[src/hdl/rv_isa_pkg.sv]
////////////////////////////////////////////////////////////////////////////
// rv32 isa definitions
// word width, alu function codes, branch funct3 codes and the
// instruction field positions used by the execute stage
////////////////////////////////////////////////////////////////////////////

package rv_isa_pkg;

	localparam int xlen = 32;	// rv32, immediate layouts depend on it

	// instruction word field positions
	localparam int funct3_lo = 12;
	localparam int funct3_hi = 14;
	localparam int imm_sign = 31;	// sign bit of every immediate format

	////////////////////////////////////////////////////////////////////////////
	// alu function codes
	////////////////////////////////////////////////////////////////////////////
	typedef enum logic [3:0] {
		alu_add    = 4'd0,
		alu_sub    = 4'd1,
		alu_and    = 4'd2,
		alu_or     = 4'd3,
		alu_xor    = 4'd4,
		alu_slt    = 4'd5,
		alu_sltu   = 4'd6,
		alu_sll    = 4'd7,
		alu_srl    = 4'd8,
		alu_sra    = 4'd9,
		alu_mul    = 4'd10,	// low half
		alu_mulh   = 4'd11,	// signed x signed, high half
		alu_mulhsu = 4'd12,	// signed x unsigned, high half
		alu_mulhu  = 4'd13	// unsigned x unsigned, high half
	} alu_func_t;

	// branch condition funct3
	localparam logic [2:0] br_beq  = 3'b000;
	localparam logic [2:0] br_bne  = 3'b001;
	localparam logic [2:0] br_blt  = 3'b100;
	localparam logic [2:0] br_bge  = 3'b101;
	localparam logic [2:0] br_bltu = 3'b110;
	localparam logic [2:0] br_bgeu = 3'b111;

endpackage

[src/hdl/ex_types_pkg.sv]
////////////////////////////////////////////////////////////////////////////
// execute stage packet types
// operand select codes and the packets passed from issue into execute
// and from execute on to writeback
////////////////////////////////////////////////////////////////////////////

package ex_types_pkg;

	localparam int tag_bits = 6;	// physical register tag
	localparam int rob_bits = 5;	// reorder buffer index

	// operand a source
	typedef enum logic [1:0] {
		opa_is_rs1  = 2'd0,
		opa_is_npc  = 2'd1,
		opa_is_pc   = 2'd2,
		opa_is_zero = 2'd3
	} opa_sel_t;

	// operand b source, codes 6 and 7 unused
	typedef enum logic [2:0] {
		opb_is_rs2   = 3'd0,
		opb_is_i_imm = 3'd1,
		opb_is_s_imm = 3'd2,
		opb_is_b_imm = 3'd3,
		opb_is_u_imm = 3'd4,
		opb_is_j_imm = 3'd5
	} opb_sel_t;

	////////////////////////////////////////////////////////////////////////////
	// issue -> execute
	////////////////////////////////////////////////////////////////////////////
	typedef struct packed {
		logic                           valid;
		logic [rv_isa_pkg::xlen-1:0]    inst;
		logic [rv_isa_pkg::xlen-1:0]    pc;
		logic [rv_isa_pkg::xlen-1:0]    npc;	// pc + 4
		logic [rv_isa_pkg::xlen-1:0]    rs1_value;
		logic [rv_isa_pkg::xlen-1:0]    rs2_value;
		opa_sel_t                       opa_select;
		opb_sel_t                       opb_select;
		rv_isa_pkg::alu_func_t          alu_func;
		logic                           cond_branch;
		logic                           uncond_branch;	// jal / jalr
		logic [tag_bits-1:0]            dest_tag;
		logic [rob_bits-1:0]            rob_idx;
	} issue_packet_t;

	// execute -> writeback
	typedef struct packed {
		logic                           valid;
		logic [rv_isa_pkg::xlen-1:0]    alu_result;
		logic [rv_isa_pkg::xlen-1:0]    npc;
		logic [rv_isa_pkg::xlen-1:0]    rs2_value;	// store data
		logic                           take_branch;
		logic [tag_bits-1:0]            dest_tag;
		logic [rob_bits-1:0]            rob_idx;
	} ex_packet_t;

endpackage

[src/hdl/ex_alu.sv]
////////////////////////////////////////////////////////////////////////////
// integer alu
// single cycle rv32i operations plus the rv32m multiplies, run on the
// iterative multiplier under a two state controller that honours
// result bus back-pressure
////////////////////////////////////////////////////////////////////////////

`timescale 1ns/1ps

module ex_alu #(
	parameter int mult_bits_per_cycle = 8
) (
	input  logic                        clock,
	input  logic                        reset,
	input  logic                        valid_in,
	input  logic                        cdb_busy,
	input  rv_isa_pkg::alu_func_t       func,
	input  logic [rv_isa_pkg::xlen-1:0] opa,
	input  logic [rv_isa_pkg::xlen-1:0] opb,
	output logic                        occupied,
	output logic                        valid_out,
	output logic [rv_isa_pkg::xlen-1:0] result
);

	typedef enum logic {idle, multiplying} alu_state_t;

	alu_state_t                      state, next_state;
	logic                            is_mult;
	logic                            start;
	logic                            mult_done;
	logic [1:0]                      sign_mode;
	logic                            high_half, high_half_r;	// product [63:32]
	logic [2*rv_isa_pkg::xlen-1:0]   product;
	logic [rv_isa_pkg::xlen-1:0]     alu_out;
	logic [rv_isa_pkg::xlen-1:0]     mult_out;

	assign is_mult = (func == rv_isa_pkg::alu_mul) || (func == rv_isa_pkg::alu_mulh) ||
		(func == rv_isa_pkg::alu_mulhsu) || (func == rv_isa_pkg::alu_mulhu);

	ex_multiplier #(
		.mult_bits_per_cycle(mult_bits_per_cycle)
	) i_mult (
		.clock     (clock),
		.reset     (reset),
		.start     (start),
		.sign_mode (sign_mode),
		.mcand     (opa),
		.mplier    (opb),
		.product   (product),
		.done      (mult_done)
	);

	////////////////////////////////////////////////////////////////////////////
	// controller
	////////////////////////////////////////////////////////////////////////////
	always_comb begin
		next_state = state;
		valid_out  = 1'b0;
		start      = 1'b0;
		case (state)
			idle: begin
				if (valid_in && !cdb_busy) begin	// bus free, accept
					if (is_mult) begin
						start      = 1'b1;
						next_state = multiplying;
					end else begin
						valid_out = 1'b1;	// combinational result
					end
				end
			end
			multiplying: begin
				if (mult_done && !cdb_busy) begin
					valid_out  = 1'b1;
					next_state = idle;
				end
			end
			default: next_state = idle;
		endcase
	end

	always_ff @(posedge clock) begin
		if (reset)
			state <= idle;
		else
			state <= next_state;
	end

	// half choice captured with the operands
	always_ff @(posedge clock) begin
		if (start)
			high_half_r <= high_half;
	end

	assign occupied = (state == multiplying);
	assign mult_out = high_half_r ? product[2*rv_isa_pkg::xlen-1:rv_isa_pkg::xlen]
		: product[rv_isa_pkg::xlen-1:0];
	assign result = occupied ? mult_out : alu_out;

	// single cycle ops and multiply modes
	always_comb begin
		alu_out   = '0;
		sign_mode = 2'b00;
		high_half = 1'b0;
		case (func)
			rv_isa_pkg::alu_add:  alu_out = opa + opb;
			rv_isa_pkg::alu_sub:  alu_out = opa - opb;
			rv_isa_pkg::alu_and:  alu_out = opa & opb;
			rv_isa_pkg::alu_or:   alu_out = opa | opb;
			rv_isa_pkg::alu_xor:  alu_out = opa ^ opb;
			rv_isa_pkg::alu_slt:  alu_out[0] = $signed(opa) < $signed(opb);
			rv_isa_pkg::alu_sltu: alu_out[0] = opa < opb;
			rv_isa_pkg::alu_sll:  alu_out = opa << opb[4:0];
			rv_isa_pkg::alu_srl:  alu_out = opa >> opb[4:0];
			rv_isa_pkg::alu_sra:  alu_out = $signed(opa) >>> opb[4:0];	// keeps sign
			rv_isa_pkg::alu_mul:  sign_mode = 2'b11;	// low half same for any sign
			rv_isa_pkg::alu_mulh: begin
				sign_mode = 2'b11;
				high_half = 1'b1;
			end
			rv_isa_pkg::alu_mulhsu: begin
				sign_mode = 2'b01;	// rs1 signed, rs2 unsigned
				high_half = 1'b1;
			end
			rv_isa_pkg::alu_mulhu: begin
				sign_mode = 2'b00;
				high_half = 1'b1;
			end
			default: alu_out = 32'hfacebeec;	// unused func code
		endcase
	end

endmodule

[src/hdl/ex_multiplier.sv]
////////////////////////////////////////////////////////////////////////////
// iterative 32x32 multiplier
// signed or unsigned operands, 64 bit product, retires a fixed number
// of multiplier bits per cycle
////////////////////////////////////////////////////////////////////////////

`timescale 1ns/1ps

module ex_multiplier #(
	parameter int mult_bits_per_cycle = 8
) (
	input  logic                          clock,
	input  logic                          reset,
	input  logic                          start,
	input  logic [1:0]                    sign_mode,	// [1] mplier signed, [0] mcand signed
	input  logic [rv_isa_pkg::xlen-1:0]   mcand,
	input  logic [rv_isa_pkg::xlen-1:0]   mplier,
	output logic [2*rv_isa_pkg::xlen-1:0] product,
	output logic                          done
);

	localparam int steps = rv_isa_pkg::xlen / mult_bits_per_cycle;
	localparam int cnt_bits = $clog2(steps + 1);

	logic [2*rv_isa_pkg::xlen-1:0] mcand_r;	// shifts left each step
	logic [rv_isa_pkg::xlen-1:0]   mplier_r;	// shifts right each step
	logic [2*rv_isa_pkg::xlen-1:0] prod_r;
	logic [mult_bits_per_cycle-1:0] chunk;
	logic [cnt_bits-1:0]           count;

	assign chunk = mplier_r[mult_bits_per_cycle-1:0];
	assign product = prod_r;

	////////////////////////////////////////////////////////////////////////////
	// datapath
	// only the low 32 mplier bits are stepped, a negative mplier is handled
	// by starting the sum at -(mcand << 32)
	////////////////////////////////////////////////////////////////////////////
	always_ff @(posedge clock) begin
		if (start) begin
			if (sign_mode[0])
				mcand_r <= {{rv_isa_pkg::xlen{mcand[rv_isa_pkg::xlen-1]}}, mcand};
			else
				mcand_r <= {{rv_isa_pkg::xlen{1'b0}}, mcand};
			mplier_r <= mplier;
			if (sign_mode[1] && mplier[rv_isa_pkg::xlen-1])
				prod_r <= '0 - {mcand, {rv_isa_pkg::xlen{1'b0}}};	// weight -2^32 of bit 31
			else
				prod_r <= '0;
		end else if (count != '0) begin
			prod_r   <= prod_r + mcand_r * chunk;	// partial product, mod 2^64
			mcand_r  <= mcand_r << mult_bits_per_cycle;
			mplier_r <= mplier_r >> mult_bits_per_cycle;
		end
	end

	// step counter and done flag
	always_ff @(posedge clock) begin
		if (reset) begin
			count <= '0;
			done  <= 1'b0;
		end else if (start) begin
			count <= cnt_bits'(steps);
			done  <= 1'b0;
		end else if (count != '0) begin
			count <= count - 1'b1;
			done  <= (count == cnt_bits'(1));	// last step, stays set
		end
	end

endmodule

[src/hdl/ex_operand_decode.sv]
////////////////////////////////////////////////////////////////////////////
// execute operand decode
// builds the rv32 immediates from the instruction word and selects
// operand a and operand b for the alu
////////////////////////////////////////////////////////////////////////////

`timescale 1ns/1ps

module ex_operand_decode (
	input  ex_types_pkg::issue_packet_t issue_in,
	output logic [rv_isa_pkg::xlen-1:0] opa,
	output logic [rv_isa_pkg::xlen-1:0] opb
);

	logic [rv_isa_pkg::xlen-1:0] inst;
	logic                        sign;
	logic [rv_isa_pkg::xlen-1:0] i_imm;
	logic [rv_isa_pkg::xlen-1:0] s_imm;
	logic [rv_isa_pkg::xlen-1:0] b_imm;
	logic [rv_isa_pkg::xlen-1:0] u_imm;
	logic [rv_isa_pkg::xlen-1:0] j_imm;

	assign inst = issue_in.inst;
	assign sign = inst[rv_isa_pkg::imm_sign];

	////////////////////////////////////////////////////////////////////////////
	// immediates, all sign extended from bit 31
	////////////////////////////////////////////////////////////////////////////
	assign i_imm = {{20{sign}}, inst[31:20]};
	assign s_imm = {{20{sign}}, inst[31:25], inst[11:7]};
	assign b_imm = {{19{sign}}, sign, inst[7], inst[30:25], inst[11:8], 1'b0};	// halfword aligned
	assign u_imm = {inst[31:12], 12'b0};	// upper 20, nothing to extend
	assign j_imm = {{11{sign}}, sign, inst[19:12], inst[20], inst[30:21], 1'b0};

	// operand a mux
	always_comb begin
		opa = 32'hdeadfbac;	// filler, shows a bad select
		case (issue_in.opa_select)
			ex_types_pkg::opa_is_rs1:  opa = issue_in.rs1_value;
			ex_types_pkg::opa_is_npc:  opa = issue_in.npc;
			ex_types_pkg::opa_is_pc:   opa = issue_in.pc;	// auipc, branch target
			ex_types_pkg::opa_is_zero: opa = '0;	// lui
			default:                   opa = 32'hdeadfbac;
		endcase
	end

	// operand b mux
	always_comb begin
		opb = 32'hfacefeed;
		case (issue_in.opb_select)
			ex_types_pkg::opb_is_rs2:   opb = issue_in.rs2_value;
			ex_types_pkg::opb_is_i_imm: opb = i_imm;
			ex_types_pkg::opb_is_s_imm: opb = s_imm;	// store address
			ex_types_pkg::opb_is_b_imm: opb = b_imm;
			ex_types_pkg::opb_is_u_imm: opb = u_imm;
			ex_types_pkg::opb_is_j_imm: opb = j_imm;
			default:                    opb = 32'hfacefeed;	// codes 6, 7
		endcase
	end

endmodule

[src/hdl/ex_result.sv]
////////////////////////////////////////////////////////////////////////////
// execute result
// resolves the branch condition and builds the outgoing execute packet
////////////////////////////////////////////////////////////////////////////

`timescale 1ns/1ps

module ex_result (
	input  ex_types_pkg::issue_packet_t issue_in,
	input  logic                        alu_valid,
	input  logic [rv_isa_pkg::xlen-1:0] alu_result,
	output ex_types_pkg::ex_packet_t    ex_out
);

	logic [2:0] funct3;
	logic       cond;	// condition true
	logic [rv_isa_pkg::xlen-1:0] rs1, rs2;

	assign funct3 = issue_in.inst[rv_isa_pkg::funct3_hi:rv_isa_pkg::funct3_lo];
	assign rs1 = issue_in.rs1_value;
	assign rs2 = issue_in.rs2_value;

	// branch condition
	always_comb begin
		cond = 1'b0;
		case (funct3)
			rv_isa_pkg::br_beq:  cond = (rs1 == rs2);
			rv_isa_pkg::br_bne:  cond = (rs1 != rs2);
			rv_isa_pkg::br_blt:  cond = ($signed(rs1) < $signed(rs2));
			rv_isa_pkg::br_bge:  cond = ($signed(rs1) >= $signed(rs2));
			rv_isa_pkg::br_bltu: cond = (rs1 < rs2);
			rv_isa_pkg::br_bgeu: cond = (rs1 >= rs2);
			default:             cond = 1'b0;	// 010, 011 not branches
		endcase
	end

	////////////////////////////////////////////////////////////////////////////
	// outgoing packet
	////////////////////////////////////////////////////////////////////////////
	always_comb begin
		ex_out.valid       = alu_valid;
		ex_out.alu_result  = alu_result;	// target for branches and jumps
		ex_out.npc         = issue_in.npc;	// link value
		ex_out.rs2_value   = issue_in.rs2_value;
		ex_out.take_branch = issue_in.uncond_branch | (issue_in.cond_branch & cond);
		ex_out.dest_tag    = issue_in.dest_tag;
		ex_out.rob_idx     = issue_in.rob_idx;
	end

endmodule

[src/hdl/ex_stage.sv]
////////////////////////////////////////////////////////////////////////////
// execute stage top
// operand decode, alu with multiplier, and result assembly
////////////////////////////////////////////////////////////////////////////

`timescale 1ns/1ps

module ex_stage #(
	parameter int mult_bits_per_cycle = 8	// 4 cycle multiply
) (
	input  logic                        clock,
	input  logic                        reset,
	input  logic                        cdb_busy,
	input  ex_types_pkg::issue_packet_t issue_in,
	output ex_types_pkg::ex_packet_t    ex_out,
	output logic                        occupied	// issuer holds packet
);

	logic [rv_isa_pkg::xlen-1:0] opa, opb;
	logic                        alu_valid;
	logic [rv_isa_pkg::xlen-1:0] alu_result;

	ex_operand_decode i_decode (
		.issue_in (issue_in),
		.opa      (opa),
		.opb      (opb)
	);

	ex_alu #(
		.mult_bits_per_cycle(mult_bits_per_cycle)
	) i_alu (
		.clock     (clock),
		.reset     (reset),
		.valid_in  (issue_in.valid),
		.cdb_busy  (cdb_busy),
		.func      (issue_in.alu_func),
		.opa       (opa),
		.opb       (opb),
		.occupied  (occupied),
		.valid_out (alu_valid),
		.result    (alu_result)
	);

	ex_result i_result (
		.issue_in   (issue_in),
		.alu_valid  (alu_valid),
		.alu_result (alu_result),
		.ex_out     (ex_out)
	);

endmodule

[config.mk]
export PLATFORM = sky130hd
export DESIGN_NAME = ex_stage
export DESIGN_NICKNAME = d
export VERILOG_FILES = /design/src/hdl/rv_isa_pkg.sv /design/src/hdl/ex_types_pkg.sv /design/src/hdl/ex_alu.sv /design/src/hdl/ex_multiplier.sv /design/src/hdl/ex_operand_decode.sv /design/src/hdl/ex_result.sv /design/src/hdl/ex_stage.sv
export SDC_FILE = /design/constraint.sdc
export NUM_CORES = 2
export LEC_CHECK = 0
export BUFFER_PORTS_ARGS = -buffer_cell sky130_fd_sc_hd__buf_2
export CORE_MARGIN = 1.5
export CORE_UTILIZATION = 46
export DETAILED_ROUTE_END_ITERATION = 8
export PLACE_DENSITY_LB_ADDON = 0.15
export SETUP_SLACK_MARGIN = 0.2
export SYNTH_ARGS = -nofsm -noshare
export SYNTH_HDL_FRONTEND = slang
export SYNTH_SLANG_ARGS = --single-unit
[constraint.sdc]
create_clock -name clock -period 16.5 [get_ports clock]
set_input_delay 1.65 -clock clock [delete_from_list [all_inputs] [get_ports clock]]
set_output_delay 1.65 -clock clock [all_outputs]
set_load 0.03 [all_outputs]
==> impl_metrics.ini <==
[layout]
nFillCells = 7700
drive_gt1_frac = 0.111
syn_to_final_growth_pct = 6.20
seq_area_mm2 = 0.00494
fin_nets = 5145
multi_input_area_mm2 = 0.0272
utilization = 0.494
design_area_mm2 = 0.0383

[timing]
fin_crit_sh = 0.547
setup_viol = 0
fin_crit_ns = 9.03
finalWorstSetupSlack_ns = 7.47
worst_pin_slew_ns = 1.33
rsz0062_at_grt = false
maxSlewHeadroom = 0.0878
drv_slew = 0
final-hold-violation-count = 0
setup-tns-final_ns = 0
max_clock_freq_mhz = 111
clock_skew_ns = 0.0275

[die]
die_width_um = 283
io_pins = 296
placementRows = 102
core_area_mm2 = 0.0775
initial_core_util = 0.465
dieArea_mm2 = 0.0800
die_h_um = 283

[cts]
cts_setup_buffers = 0
cts_max_path_buffers = 2
ctsHoldBuffers = 0
insertion_delay_ns = 0.50
cts_tree = yes
clk_pin_slew_ns = 0.08
cts.sinks = 166
htree_levels = 4
cts-resized-gates = 0
cts_made_buffers = 17
cts.root.buffer_cell = clkbuf_16

[critical_path]
critical_path.cell_chain = buf_2, or2_2, nand2_1, a21boi_0, o22ai_1, inv_1, ha_1, or4b_1, or3_1, nor3b_1, nand3_1, a31oi_1, or2_2, mux2i_1, xnor2_1, o21ai_0, buf_2
worst-path-max-fanout = 26
end_kind = output port
crit_family = simple AND/OR/NAND/NOR gates
cp_num_buf_inv = 3
critPathArrivalTime_ns = 7.38
cp-start-kind = input port
slowest_delay_ns = 0.75
slowest_stage = o22ai_1
required_ns = 14.85
critPathKind = in2out

[place]
dp_slack_ns = 7.78
place.gp.congestion = 0.996
io_buffers = 266
postPlaceCellArea_mm2 = 0.0377
dpl.hpwl_um = 111000

[flow_run]
maxCapViolCount = 0

[routing]
wl_per_cell_um = 26.2
antenna_left = 0
drtIter0Drc = 3314
vias = 32600
viasPerCell = 6.04
wl_um = 141000
dr.pass1.iters = 8
drc = 0

[synthesis]
synth_cells = 4299
yosysWarnings = 0
syn_area_mm2 = 0.0360
synthXorXnorAreaFrac = 0.0277
synth-adder-area-share = 0.301
synth-edff-count = 161
synth.distinct_cells = 108
yosysTopAreaCell = fa_1
synth_ff_type = edfxtp_1
synth_mux_area_frac = 0.0689
ys_ff_latch = 166
syn_nets = 5103
synth_area_per_cell_um2 = 8.38
ys_seq_area_frac = 0.137
synth_area_leaders = fa_1 23%, edfxtp_1 13%, ha_1 7.2%, mux2i_1 6.2%, inv_1 6.1%
synthArstFlopShare = 0
synth_top_area_frac = 0.229
synth_top_family_by_area = adder cells
synthSimpleGateAreaFrac = 0.173
synth-compound-area-share = 0.183

[global_routing]
track_usage = 0.358
grt_pass1_wl_um = 211000
grt_max_degree = 74
grt-ovfl-total = 0
grt_pass1_vias = 31900
antenna_found_initial = 8

[outcome]
status = complete, no violations

[min_path]
hold_class = reg2reg
-- cell usage in the layout (no fill, tap or decap), types with 96 or more instances in the layout --
cell	synthesis	final
a21o_1	96	96
a21oi_1	209	209
and2_1	333	333
buf_2	34	266
edfxtp_1	161	161
fa_1	412	412
ha_1	206	206
inv_1	590	589
mux2i_1	222	222
nand2_1	445	445
nor2_1	204	204
o21ai_0	214	211
-- cell usage after synthesis (87+ instances only) --
library cell,count
o21ai_0,214
a21oi_1,209
inv_1,590
edfxtp_1,161
mux2i_1,222
and2_1,333
nand2_1,445
a21o_1,96
ha_1,206
buf_4,87
clkbuf_1,174
fa_1,412
nor2_1,204
-- stage by stage --
stage	hold slack, ns	std cells
detailed placement	0.471	5362
global route	0.508	5394
CTS	0.486	5394
floorplan	0.435	4299
global placement	0.461	5362
finish	0.486	5397
-- cell families (layout without fill, tap and decap cells) --
group	count (synthesis)	count (layout)
compound gates	972	972
xor+xnor	114	114
fa+ha+maj	618	618
buf+inv	930	985
flops	166	166
mux	241	241
other cells	0	3
simple gates	1258	1258
-- routing by layer --
| metal | up-vias | share of wire | track usage |
|---|---|---|---|
| li1 | 14500 | - | - |
| met1 | 16300 | 0.42 | 0.489 |
| met2 | 1522 | 0.44 | 0.547 |
| met3 | 274 | 0.083 | 0.0671 |
| met4 | 10 | 0.051 | 0.166 |
| met5 | - | 0.00040 | 0 |
-- final cells by class --
cell class | count | area share
diodes | 3 | 0.000196
clock buffers | 17 | 0.0111
clock inverters | 15 | 0.00432
inverters | 604 | 0.0593
multi-input cells | 3203 | 0.711
flip-flops and latches | 166 | 0.129
well taps | 1040 | 0.0340
repair buffers | 349 | 0.0511
-- registers in the layout, indices dropped and copies added, names as in the netlist --
signal,flops
i_alu.i_mult.product,64
i_alu.i_mult.mcand_r,64
i_alu.i_mult.count,3
i_alu.high_half_r,1
i_alu.occupied,1
i_alu.i_mult.mplier_r,32
i_alu.i_mult.done,1
-- worst paths after layout --
| check | from | end | slack [ns] | cells past startpoint |
|---|---|---|---|---|
| setup reg to reg | i_alu.i_mult.mplier_r[0]$_DFFE_PP_ | i_alu.i_mult.product[62]$_DFFE_PP_ | 8.60 | 19 |
| setup / recovery | issue_in[18] | ex_out[103] | 7.47 | 17 |
| hold / removal | i_alu.i_mult.count[2]$_SDFFE_PP0P_ | i_alu.i_mult.done$_SDFFE_PP0P_ | 0.49 | 1 |
| hold reg to reg | i_alu.i_mult.count[2]$_SDFFE_PP0P_ | i_alu.i_mult.done$_SDFFE_PP0P_ | 0.49 | 1 |
Power is not shown: default switching activity piles up to over one toggle a cycle in this logic, so the estimate is an artifact.
